### src/include/redmule_params.svh
`ifndef REDMULE_PARAMS_SVH
`define REDMULE_PARAMS_SVH

// Tile geometry
// WIDTH is the number of X rows per tile and the number of W and Z columns
`define REDMULE_ARRAY_WIDTH 4

// HEIGHT is the inner dimension K, so the columns of X and the rows of W
`define REDMULE_ARRAY_HEIGHT 4

// Operand elements are unsigned integers
`define REDMULE_ELEM_W 16

// Accumulators and bias elements
// Results wrap modulo 2^ACC_W
`define REDMULE_ACC_W 32

`endif

### src/redmule_pkg.sv
`default_nettype none

`include "redmule_params.svh"

package redmule_pkg;

  // Scalar types
  typedef logic [`REDMULE_ELEM_W-1:0] elem_t;
  typedef logic [`REDMULE_ACC_W-1:0]  acc_t;

  // One beat on each stream
  typedef elem_t [`REDMULE_ARRAY_HEIGHT-1:0] x_row_t;
  typedef elem_t [`REDMULE_ARRAY_WIDTH-1:0]  w_row_t;
  typedef acc_t  [`REDMULE_ARRAY_WIDTH-1:0]  acc_row_t;

  // Whole operand matrices of one tile
  typedef x_row_t [`REDMULE_ARRAY_WIDTH-1:0]  x_mat_t;
  typedef w_row_t [`REDMULE_ARRAY_HEIGHT-1:0] w_mat_t;

  // Buffer contents handed to the engine
  typedef struct packed {
    logic   full;
    x_mat_t rows;
  } x_tile_t;

  typedef struct packed {
    logic   full;
    w_mat_t rows;
  } w_tile_t;

  typedef enum logic {IDLE, ISSUE} engine_state_e;

endpackage

`default_nettype wire

### src/redmule_x_buffer.sv
`timescale 1ns/1ps
`default_nettype none

`include "redmule_params.svh"

module redmule_x_buffer
  import redmule_pkg::*;
(
  input  logic    clk_i,
  input  logic    rst_n_i,
  // X row stream
  input  logic    x_valid_i,
  output logic    x_ready_o,
  input  x_row_t  x_data_i,
  // Engine side
  input  logic    tile_release_i,
  output x_tile_t x_tile_o
);

  localparam int unsigned ROWS  = `REDMULE_ARRAY_WIDTH;
  localparam int unsigned ROW_W = (ROWS > 1) ? $clog2(ROWS) : 1;

  logic [ROW_W-1:0] cnt_q;
  logic             full_q;
  logic             load;
  logic             last_row;
  x_mat_t           rows_q;

  // Accept rows only while the tile is still being filled
  assign x_ready_o = ~full_q;
  assign load      = x_valid_i & x_ready_o;
  assign last_row  = (cnt_q == ROW_W'(ROWS - 1));

  // Control state
  always_ff @(posedge clk_i) begin
    if (!rst_n_i) begin
      cnt_q  <= '0;
      full_q <= 1'b0;
    end else begin
      if (load) begin
        if (last_row) begin
          cnt_q  <= '0;
          full_q <= 1'b1;
        end else begin
          cnt_q <= cnt_q + ROW_W'(1);
        end
      end
      // Engine has taken the last row into its pipeline
      if (tile_release_i) begin
        full_q <= 1'b0;
      end
    end
  end

  // Row storage, written in arrival order
  always_ff @(posedge clk_i) begin
    if (load) begin
      rows_q[cnt_q] <= x_data_i;
    end
  end

  assign x_tile_o.full = full_q;
  assign x_tile_o.rows = rows_q;

  // The engine may only release a tile it was allowed to read
  a_release_when_full: assert property (
    @(posedge clk_i) disable iff (!rst_n_i)
    tile_release_i |-> full_q
  ) else $error("X buffer released while not full");

endmodule

`default_nettype wire

### config.mk
export PLATFORM = sky130hd
export DESIGN_NAME = redmule_x_buffer
export DESIGN_NICKNAME = d
export VERILOG_FILES = /design/src/redmule_pkg.sv /design/src/redmule_x_buffer.sv
export VERILOG_INCLUDE_DIRS = /design/src /design/src/include
export SDC_FILE = /design/constraint.sdc
export NUM_CORES = 1
export LEC_CHECK = 0
export ABC_AREA = 1
export BUFFER_PORTS_ARGS = -buffer_cell sky130_fd_sc_hd__buf_2
export CAP_MARGIN = 30
export CORE_ASPECT_RATIO = 0.75
export CORE_MARGIN = 2
export CORE_UTILIZATION = 47
export CTS_BUF_LIST = sky130_fd_sc_hd__clkbuf_16
export DETAILED_ROUTE_END_ITERATION = 12
export GPL_ROUTABILITY_DRIVEN = 0
export PLACE_DENSITY_LB_ADDON = 0.12
export SLEW_MARGIN = 20
export SYNTH_ARGS = -nofsm -noshare
export SYNTH_HDL_FRONTEND = slang
export SYNTH_SLANG_ARGS = --single-unit
### constraint.sdc
create_clock -name clk_i -period 4.35 [get_ports clk_i]
set_input_delay 0.6525 -clock clk_i [delete_from_list [all_inputs] [get_ports clk_i]]
set_output_delay 0.6525 -clock clk_i [all_outputs]
set_load 0.02 [all_outputs]
=== Yosys cells after proc, flatten, opt, wreduce, memory -nomap -nowiden ===
Index checks and enable logic that the tools add are counted.

* Logic and storage cells: 32
* Register bits after elaboration: 259
* Input port bits: 68

* Magnitude comparators: 2
* Reductions and logical operators: 3
* Add/sub/neg operators: 1
* Equal/unequal tests: 1
* Bitwise operators: 3
* Mux-type cells: 4

{| class="wikitable"
|+ Operators with widths
! kind !! count
|-
| $bwmux W256 || 1
|-
| $demux W64 S2 || 1
|-
| $mux W64 || 1
|-
| $lt A2 B3 Y1 const B || 1
|-
| $add A2 B1 Y2 const B || 1
|-
| $eq A2 B2 Y1 const B || 1
|-
| $ge A2 B1 Y1 const B || 1
|-
| $mux W2 || 1
|-
| $not A1 Y1 || 2
|-
| $reduce_and A2 Y1 || 1
|-
| $reduce_or A2 Y1 || 1
|-
| $and A1 B1 Y1 || 1
|-
| $logic_and A1 B1 Y1 || 1
|}

=== Longest topological paths before layout ===
* Depth in word-level cells: 5
* Mapped depth: 5

=== Worst setup path before layout ===
Ideal clock, no wire load.

* Path kind: in2reg
* Start point: input port x_valid_i
* End point: register rows_q, in the netlist x_tile_o[0] (enable)
* Slack: 447 ps
* Stages: 2
* Path buffers: 0
* Arrival: 3417 ps
* Path through: nand2_2 nor2_1

* Word-level cells in the longest chain between the ends: 1

{| class="wikitable"
|+ Ends and longest elaborated chain
! item !! line !! RTL
|-
| from (decl) || redmule_x_buffer.sv:12 || <nowiki>input logic x_valid_i,</nowiki>
|-
| $and A1 B1 Y1 || redmule_x_buffer.sv:31 || <nowiki>assign load = x_valid_i & x_ready_o;</nowiki>
|-
| to (signal, indexed assignment) || redmule_x_buffer.sv:58 || <nowiki>rows_q[cnt_q] <= x_data_i;</nowiki>
|-
| to (decl) || redmule_x_buffer.sv:27 || <nowiki>x_mat_t rows_q;</nowiki>
|}

Every way passes these cells.
A chain may end at the register's enable or synchronous reset.

==> impl_metrics.yaml <==
grt:
  grt_use_total: 0.187
  grt_pass1_wl_um: 25000
  antenna_found_initial: 1
  grt_pass1_vias: 4196
  overflow: 0
  grt_max_degree: 41
drt:
  first_pass_iters: 4
  antenna_left: 0
  routed_wl_um: 17500
  routed_via_density: 4.70
  wl_per_cell_um: 20.0
  first_iter_violations: 255
  drc: 0
  vias: 4112
timing:
  final_hold_viol_count: 0
  setup_violations: 0
  fin_crit_ns: 2.14
  rsz0062_at_grt: "no"
  fin_skew_ns: 0.00647
  fin_setup_tns_ns: 0
  fmax_mhz: 466
  tightest_slew_ns: 0.847
  maxSlewViolCount: 0
  period_share: 0.493
  slew_headroom: 0.434
synthesis:
  synth_compound_area_frac: 0.000633
  netlist_area_um2: 7900
  syn_inst: 288
  yosysWarnings: 0
  synth_xor_area_frac: 0
  ys_types: 11
  synth-adder-area-share: 0.00633
  yosys_register_bits: 259
  ys_seq_area_frac: 0.981
  synthesis.nets: 360
  syn_area_per_cell_um2: 27.4
  synthSimpleGateAreaFrac: 0.00776
  synth_top_family_by_area: "simple AND/OR/NAND/NOR gates"
  synth_mux_area_frac: 0
die:
  die_w_um: 154
  io_pins: 326
  die_h_um: 116
  initial_core_util: 0.475
  core-area_um2: 16600
  rows: 41
  die_area_um2: 17900
worst_setup_path:
  endpoint_kind: "flop"
  path_class: "flop to flop"
  cp-start-kind: "flop"
  cp.required_ns: 4.50
  cp.arrival_ns: 2.29
  cp_max_fo: 33
placement:
  portBuffers: 325
  dp_cells: 832
  dp.final_hpwl_um: 12300
clocking:
  cts_tree: "built"
  post-cts-setup-buffers: 0
  path_clk_slew_ns: 0.06
  cts_max_path_buffers: 3
  clk_latency_ns: 0.50
  cts_sinks: 259
  hold_buffers: 0
  ctsResizeCount: 0
  root_buffer: "clkbuf_16"
  h-tree-depth: 1
  cts_made_buffers: 24
min_path:
  min_path_type: "input port to flop"
power_and_ir_drop:
  ir_worst_vdd_mv: 0.364
  leakage_nw: 4.23
  power_density_nw_per_um2: 503
final_layout:
  diodes: 0
  fin_cells: 875
  finalNetCount: 716
  drive_gt1_frac: 0.562
  layout_commonest_cell: "buf_2"
  area_growth_syn_to_layout_pct: 35.8
  mostFrequentLayoutCells: "325 x buf_2, 256 x edfxtp_1, 25 x clkbuf_16"
status:
  status: "finished, final reports clean"
run:
  cap_violations: 0
==> registers in the layout, indices dropped and copies added, names as in the netlist <==
name / count
cnt_q: 2
full_q: 1
x_tile_o: 256
==> through the flow <==
stage	hold WS [ns]	cell area, um^2	utilization	setup WS (ns)	power (mW)
2_1_floorplan	0.546	7900	-	0.447	3.12
5_1_grt	0.353	10700	0.646	2.05	5.58
3_5_place_dp	0.521	9870	0.594	1.94	3.29
4_1_cts	0.346	10700	0.644	2.15	5.45
3_3_place_gp	0.483	9870	0.594	1.97	3.28
6_report	0.368	10700	0.646	2.21	5.40
==> cell usage after synthesis <==
cell type	number	area share
dfxtp_1	3	0.0076
nand2_1	6	0.0029
inv_2	1	0.00047
inv_1	7	0.0033
nand2_2	1	0.00079
a21oi_1	1	0.00063
buf_4	1	0.00095
nor2_1	6	0.0029
ha_1	4	0.0063
edfxtp_1	256	0.97
nand3_1	2	0.0013
==> logic make-up after synthesis <==
family | after synthesis
flops | 259
fa+ha+maj | 4
simple gates | 15
buf+inv | 9
compound gates | 1
==> path summary, 6_finish.rpt <==
path | from | endpoint | slack [ns] | cells after the start
setup reg to reg | cnt_q[0] | x_tile_o[192] | 2.21 | 4
hold reg to reg | full_q | full_q | 0.53 | 2
hold / removal | x_data_i[51] | x_tile_o[115] | 0.37 | 1
setup / recovery | cnt_q[0] | x_tile_o[192] | 2.21 | 4
==> worst max-delay path, stage by stage (launching register included) <==
cell and delay, ns:
dfxtp_1 0.39, ha_1 0.17, nand3_1 0.13, inv_2 0.55
buf_4 0.52
==> routing by layer <==
layer | up-vias | GRT usage | share of wire | routed length, um
li1 | 1861 | - | - | -
met2 | 214 | 0.307 | 0.49 | 8540
met1 | 2014 | 0.239 | 0.39 | 6820
met3 | 21 | 0.0757 | 0.10 | 1830
met5 | - | 0 | 0.00074 | 13
met4 | 2 | 0.0453 | 0.015 | 263
==> layout make-up <==
cell class / instances / area [um^2]
clock buffer: 25 / 626
timing repair buffer: 331 / 1720
clock inverter: 17 / 204
inverter: 8 / 30.0
multi-input combinational: 20 / 139
sequential: 259 / 7750
tap: 215 / 269
fill: 1175 / 5890
==> report_power, final <==
part,internal [mW],switching [mW]
clock network,1.33,0.831
registers,2.86,0.0254
logic,0.0964,0.253
No activity file was read; power rests on OpenSTA's default activity.
