## config.mk

```make
export PLATFORM = sky130hd
export DESIGN_NAME = redmule_w_buffer
export DESIGN_NICKNAME = d
export VERILOG_FILES = /design/src/redmule_pkg.sv /design/src/redmule_w_buffer.sv
export VERILOG_INCLUDE_DIRS = /design/src /design/src/include
export SDC_FILE = /design/constraint.sdc
export NUM_CORES = 1
export LEC_CHECK = 0
export ABC_AREA = 1
export BUFFER_PORTS_ARGS = -buffer_cell sky130_fd_sc_hd__buf_2
export CAP_MARGIN = 20
export CELL_PAD_IN_SITES_DETAIL_PLACEMENT = 2
export CELL_PAD_IN_SITES_GLOBAL_PLACEMENT = 2
export CORE_ASPECT_RATIO = 2
export CORE_MARGIN = 3
export CORE_UTILIZATION = 36
export DETAILED_ROUTE_END_ITERATION = 7
export GPL_TIMING_DRIVEN = 0
export HOLD_SLACK_MARGIN = 0.12
export PLACE_DENSITY = 0.92
export SYNTH_ARGS = -nofsm -noshare
export SYNTH_HDL_FRONTEND = slang
export SYNTH_SLANG_ARGS = --single-unit
```

## constraint.sdc

```tcl
create_clock -name clk_i -period 9 [get_ports clk_i]
set_input_delay 0.45 -clock clk_i [delete_from_list [all_inputs] [get_ports clk_i]]
set_output_delay 0.45 -clock clk_i [all_outputs]
set_load 0.05 [all_outputs]
```

## src/include/redmule_params.svh

```systemverilog
`ifndef REDMULE_PARAMS_SVH
`define REDMULE_PARAMS_SVH

// Tile geometry
// WIDTH is the number of X rows per tile and the number of W and Z columns
`define REDMULE_ARRAY_WIDTH 4

// HEIGHT is the inner dimension K, so the columns of X and the rows of W
`define REDMULE_ARRAY_HEIGHT 4

// Operand elements are unsigned integers
`define REDMULE_ELEM_W 16

// Accumulators and bias elements
// Results wrap modulo 2^ACC_W
`define REDMULE_ACC_W 32

`endif

```

## src/redmule_pkg.sv

```systemverilog
`default_nettype none

`include "redmule_params.svh"

package redmule_pkg;

  // Scalar types
  typedef logic [`REDMULE_ELEM_W-1:0] elem_t;
  typedef logic [`REDMULE_ACC_W-1:0]  acc_t;

  // One beat on each stream
  typedef elem_t [`REDMULE_ARRAY_HEIGHT-1:0] x_row_t;
  typedef elem_t [`REDMULE_ARRAY_WIDTH-1:0]  w_row_t;
  typedef acc_t  [`REDMULE_ARRAY_WIDTH-1:0]  acc_row_t;

  // Whole operand matrices of one tile
  typedef x_row_t [`REDMULE_ARRAY_WIDTH-1:0]  x_mat_t;
  typedef w_row_t [`REDMULE_ARRAY_HEIGHT-1:0] w_mat_t;

  // Buffer contents handed to the engine
  typedef struct packed {
    logic   full;
    x_mat_t rows;
  } x_tile_t;

  typedef struct packed {
    logic   full;
    w_mat_t rows;
  } w_tile_t;

  typedef enum logic {IDLE, ISSUE} engine_state_e;

endpackage

`default_nettype wire

```

## src/redmule_w_buffer.sv

```systemverilog
`timescale 1ns/1ps
`default_nettype none

`include "redmule_params.svh"

module redmule_w_buffer
  import redmule_pkg::*;
(
  input  logic    clk_i,
  input  logic    rst_n_i,
  // W row stream
  input  logic    w_valid_i,
  output logic    w_ready_o,
  input  w_row_t  w_data_i,
  // Engine side
  input  logic    tile_release_i,
  output w_tile_t w_tile_o
);

  // W holds K rows, one per inner-dimension index
  localparam int unsigned ROWS  = `REDMULE_ARRAY_HEIGHT;
  localparam int unsigned ROW_W = (ROWS > 1) ? $clog2(ROWS) : 1;

  logic [ROW_W-1:0] cnt_q;
  logic             full_q;
  logic             load;
  logic             last_row;
  w_mat_t           rows_q;

  assign w_ready_o = ~full_q;
  assign load      = w_valid_i & w_ready_o;
  assign last_row  = (cnt_q == ROW_W'(ROWS - 1));

  always_ff @(posedge clk_i) begin
    if (!rst_n_i) begin
      cnt_q  <= '0;
      full_q <= 1'b0;
    end else begin
      if (load) begin
        if (last_row) begin
          cnt_q  <= '0;
          full_q <= 1'b1;
        end else begin
          cnt_q <= cnt_q + ROW_W'(1);
        end
      end
      // Refill may start right after the release
      if (tile_release_i) begin
        full_q <= 1'b0;
      end
    end
  end

  always_ff @(posedge clk_i) begin
    if (load) begin
      rows_q[cnt_q] <= w_data_i;
    end
  end

  assign w_tile_o.full = full_q;
  assign w_tile_o.rows = rows_q;

  a_release_when_full: assert property (
    @(posedge clk_i) disable iff (!rst_n_i)
    tile_release_i |-> full_q
  ) else $error("W buffer released while not full");

endmodule

`default_nettype wire

```

# Word level (Yosys, flattened, before mapping)
# Cells that the tools add are included.
[classes]
addsub = 1
order_cmp = 2
eq_ne = 1
mux = 4
bitwise_logic = 3
reduce_logical = 3
[op_table]
columns = ["op", "count"]
rows = [
  ["$bwmux W256", 1],
  ["$demux W64 S2", 1],
  ["$mux W64", 1],
  ["$lt A2 B3 Y1 const B", 1],
  ["$add A2 B1 Y2 const B", 1],
  ["$eq A2 B2 Y1 const B", 1],
  ["$ge A2 B1 Y1 const B", 1],
  ["$mux W2", 1],
  ["$not A1 Y1", 2],
  ["$reduce_and A2 Y1", 1],
  ["$reduce_or A2 Y1", 1],
  ["$and A1 B1 Y1", 1],
  ["$logic_and A1 B1 Y1", 1],
]
[totals]
regBits = 259
in_bits = 68
wordCells = 32

# Logic depth before layout (Yosys ltp)
[depth]
depth_word = 5
ltp_mapped = 5

# Worst setup path before layout
# No wires, ideal clock.
[synth_path]
path_type = "reg2reg"
from = "reg full_q"
to = "reg rows_q (netlist bit w_tile_o[0]) (enable)"
setup_ns = 0.486
arrival_ns = 3.357
required_time_ns = 8.514
setup_slack_ns = 5.156
stages_incl_launch_ff = 4
synth_period_minus_slack_ns = 3.844
cell_sequence = "dfxtp_1 -> inv_2 -> nand2_2 -> nor2_1"
[synth_via]
elab_chain_cells = 2
[synth_rtl]
columns = ["element", "line", "text"]
rows = [
  ["start: declaration", "redmule_w_buffer.sv:25", "logic full_q;"],
  ["start signal: assignment", "redmule_w_buffer.sv:37", "full_q <= 1'b0;"],
  ["start signal: assignment", "redmule_w_buffer.sv:42", "full_q <= 1'b1;"],
  ["start signal: assignment", "redmule_w_buffer.sv:49", "full_q <= 1'b0;"],
  ["$not A1 Y1", "redmule_w_buffer.sv:30", "assign w_ready_o = ~full_q;"],
  ["net w_ready_o", "redmule_w_buffer.sv:13", "output logic w_ready_o,"],
  ["$and A1 B1 Y1", "redmule_w_buffer.sv:31", "assign load = w_valid_i & w_ready_o;"],
  ["end signal: indexed assignment", "redmule_w_buffer.sv:56", "rows_q[cnt_q] <= w_data_i;"],
  ["end: declaration", "redmule_w_buffer.sv:28", "w_mat_t rows_q;"],
]
# The timed path passes the listed nets, and every way through them passes these cells.
# A chain may end at the register's enable or synchronous reset.

==> summary.md <==
| Metric | Value |
|---|---|
| Count of fill cells added during filler insertion | 1984 |
| Clock network latency to the later pin of the worst-skew pair | 510 ps |
| Count of buffers inserted at the top-level ports | 325 |
| Die outline width | 111 um |
| Final core utilization | 50.2% |
| VDD IR max | 0.153 mV |
| Top_reg_cell synth | sky130_fd_sc_hd__edfxtp_1 |
| Final worst path period need | 2040 ps |
| Synthesized Nets | 360 |
| Largest net degree at the start of global routing | 36 |
| Detailed-router iteration count before antenna repair | 4 |
| Cell with the most instances after synthesis | sky130_fd_sc_hd__edfxtp_1 |
| Top cell type's share of synthesized area | 97.3% |
| Remaining global-route overflow | 0 |
| Outcome | finished clean |
| CTS tree | built |
| Number of distinct library cells after synthesis | 11 |
| Vertical extent of the die | 216 um |
| Cell at the root of the clock tree | sky130_fd_sc_hd__clkbuf_16 |
| Max Fanout on Critical Path | 25 |
| Number of DRC violations after detailed-routing iteration 0 | 180 |
| Crit-path max cell delay | 550 ps |
| Type of destination of the critical path | flip-flop |
| Unrepaired setup endpoints after global routing | no |
| GP Congestion | 0.819 |
| Average via count per standard cell | 4.64 |
| Syn Area/Cell | between 20 and 30 um^2 |
| First-pass GRT wire length | 35900 um |
| Cell accounting for the most synthesized area | sky130_fd_sc_hd__edfxtp_1 |
| Maximum clock insertion buffer count | 3 |
| Cell Pwr Density | 246 nW/um^2 |
| Detailed-route DRC error count | 0 |
| Clock-pin slew of the registers on the worst-case setup and hold paths | 60 ps |
| Via count of the first global-routing pass | 4828 |
| Cell with the largest stage delay on the worst path | sky130_fd_sc_hd__nor2_4 |
| Effective utilization at floorplan | between 30 and 40% |
| Multi-input combinational cell area | 139 um^2 |
| GRT Resource Usage Total | 21.0% |
| Overall Power | 2.67 mW |
| Syn-to-layout area delta | 37.2% |
| Worst slew margin relative to its limit | 48.0% |
| Fraction of final layout cells with drive strength greater than 1 | 55.7% |
| Vias after detailed routing | 4354 |
| FF+latch area | 7750 um^2 |
| Filler-free cell count of the finished design | 938 |
| Die footprint | between 20000 and 25000 um^2 |
| Top cells by instance count after synthesis | sky130_fd_sc_hd__edfxtp_1, sky130_fd_sc_hd__inv_1, sky130_fd_sc_hd__nand2_1, sky130_fd_sc_hd__nor2_1, sky130_fd_sc_hd__ha_1 |
| Mapped cell area | about 7900 um^2 |
| Maximum level of the CTS H-tree | 1 |
| Worst clock skew | between 10 and 15 ps |
| Share of synthesized flip-flops with an asynchronous set or reset | 0% |
| Std cell rows | 76 |
| Max Cap Violations | 0 |
| Cells after synthesis | 288 |
| Sequential cell area fraction in the yosys report | 98.1% |
| Worst min path class | input port to flip-flop |
| Final count of negative-setup-slack endpoints | 0 |
| Cell family with most CP delay | buffers and inverters |
| Worst setup SP type | flip-flop |
| Total of flip-flops plus latches after synthesis | 259 |
| Arrival time worst endpoint | 2240 ps |
| Type of the setup path with the least slack | flip-flop to flip-flop |
| Nets | 720 |
| List of cells traversed by the critical path | inv_1, ha_1, inv_1, nor2_4, buf_12, buf_12 |
| Initial antenna violation count | 3 |
| Final Cycle Share | between 20 and 25% |
| TritonCTS buffer count | 23 |
| Highest clock rate | 0.490 GHz |
| Static Leak | about 4.2 nW |
| Count of flip-flops with a built-in enable after synthesis | between 200 and 300 |
| Floorplan Core Area | 21600 um^2 |
| WP buf/inv | 4 |
| Data required time of the critical path | 9200 ps |
| Synthesis warning total | 0 |
| Remaining antenna violation count | 0 |
| Top post-synthesis cells by area | sky130_fd_sc_hd__edfxtp_1, sky130_fd_sc_hd__dfxtp_1, sky130_fd_sc_hd__ha_1 |
| Pins over their slew limit | 0 |
| Average routed wire per standard cell | 27.2 um |
| Number of I/O pins | between 300 and 400 |
| Final hold violation count | 0 |
| Total negative slack for setup checks | 0 ps |
| Total instance count after detailed placement | 893 |
| Post-Route WL | roughly 26000 um |
| Half-perimeter wire length after detailed placement | 19600 um |
| Count of clock tree sinks | around 260 |
| Worst-margin pin slew | 778 ps |
| Post-CTS Setup Repair Bufs | 0 |
[per-layer routing]
layer	share of wire (%)	GRT usage, %
met1	31	20.2
met2	60	42.2
met3	4.7	3.76
met4	4.3	9.29
met5	0.16	0
[kinds of logic (layout without fill, tap and decap cells)]
family          after synthesis  count (layout)  share of synthesized area, %
simple gates                 15              15                         0.776
fa+ha+maj                     4               4                         0.633
buf+inv                       9             385                         0.475
other cells                   0               1                             0
flops                       259             259                          98.1
compound gates                1               1                        0.0633
[cell type report]
| cell class | count | area share, % |
|---|---|---|
| multi-input cells | 20 | 1.28 |
| clock buffers | 24 | 5.34 |
| diodes | 1 | 0.0231 |
| well taps | 273 | 3.15 |
| plain buffers | 1 | 0.0693 |
| repair buffers | 335 | 16.7 |
| flip-flops and latches | 259 | 71.5 |
| inverters | 8 | 0.300 |
| clock inverters | 17 | 1.64 |
[metrics by stage]
| stage | setup WS, ps | hold slack [ps] | instance area [um^2] |
|---|---|---|---|
| after detailed placement | 6830 | 525 | 10000 |
| after floorplan | 5160 | 548 | 7900 |
| after CTS | 6910 | 120 | 10800 |
| final | 6960 | 155 | 10800 |
| after global routing | 6810 | 141 | 10800 |
| after global placement | 2970 | 507 | 9870 |
[what timing repair did]
action                                 4_1_cts  5_1_grt
endpoints found under the hold margin        8        0
hold buffers                                 3        0
gates resized for setup                      0        0
[sequential cells by signal (all words and copies together) (netlist names)]
name	flops
w_tile_o	256
cnt_q	2
full_q	1
[cell usage in the layout, fill, tap and decap left out, drive strengths merged]
cell type,count
a21oi,1
buf,333
bufinv,4
clkbuf,24
clkinv,12
dfxtp,3
diode,1
dlygate4sd3,3
edfxtp,256
ha,4
inv,9
nand2,7
nand3,2
nor2,6
[where the power goes]
part	leakage, nW	switching [mW]	total, mW	internal (mW)
combinational	1.46	0.228	0.278	0.0501
sequential	2.38	0.0165	1.40	1.38
clock	0.372	0.412	0.993	0.580
[path summary, 6_finish.rpt]
kind | startpoint | slack, ps | depth (start not counted) | to
max | cnt_q[0]$_SDFFE_PN0P_ | 6960 | 6 | w_tile_o[151]$_DFFE_PP_
min | w_data_i[23] | 150 | 1 | w_tile_o[87]$_DFFE_PP_
max reg2reg | cnt_q[0]$_SDFFE_PN0P_ | 6960 | 6 | w_tile_o[151]$_DFFE_PP_
min reg2reg | full_q$_SDFFE_PP0P_ | 530 | 2 | full_q$_SDFFE_PP0P_
Note: power is estimated with default switching activity, not from simulation.
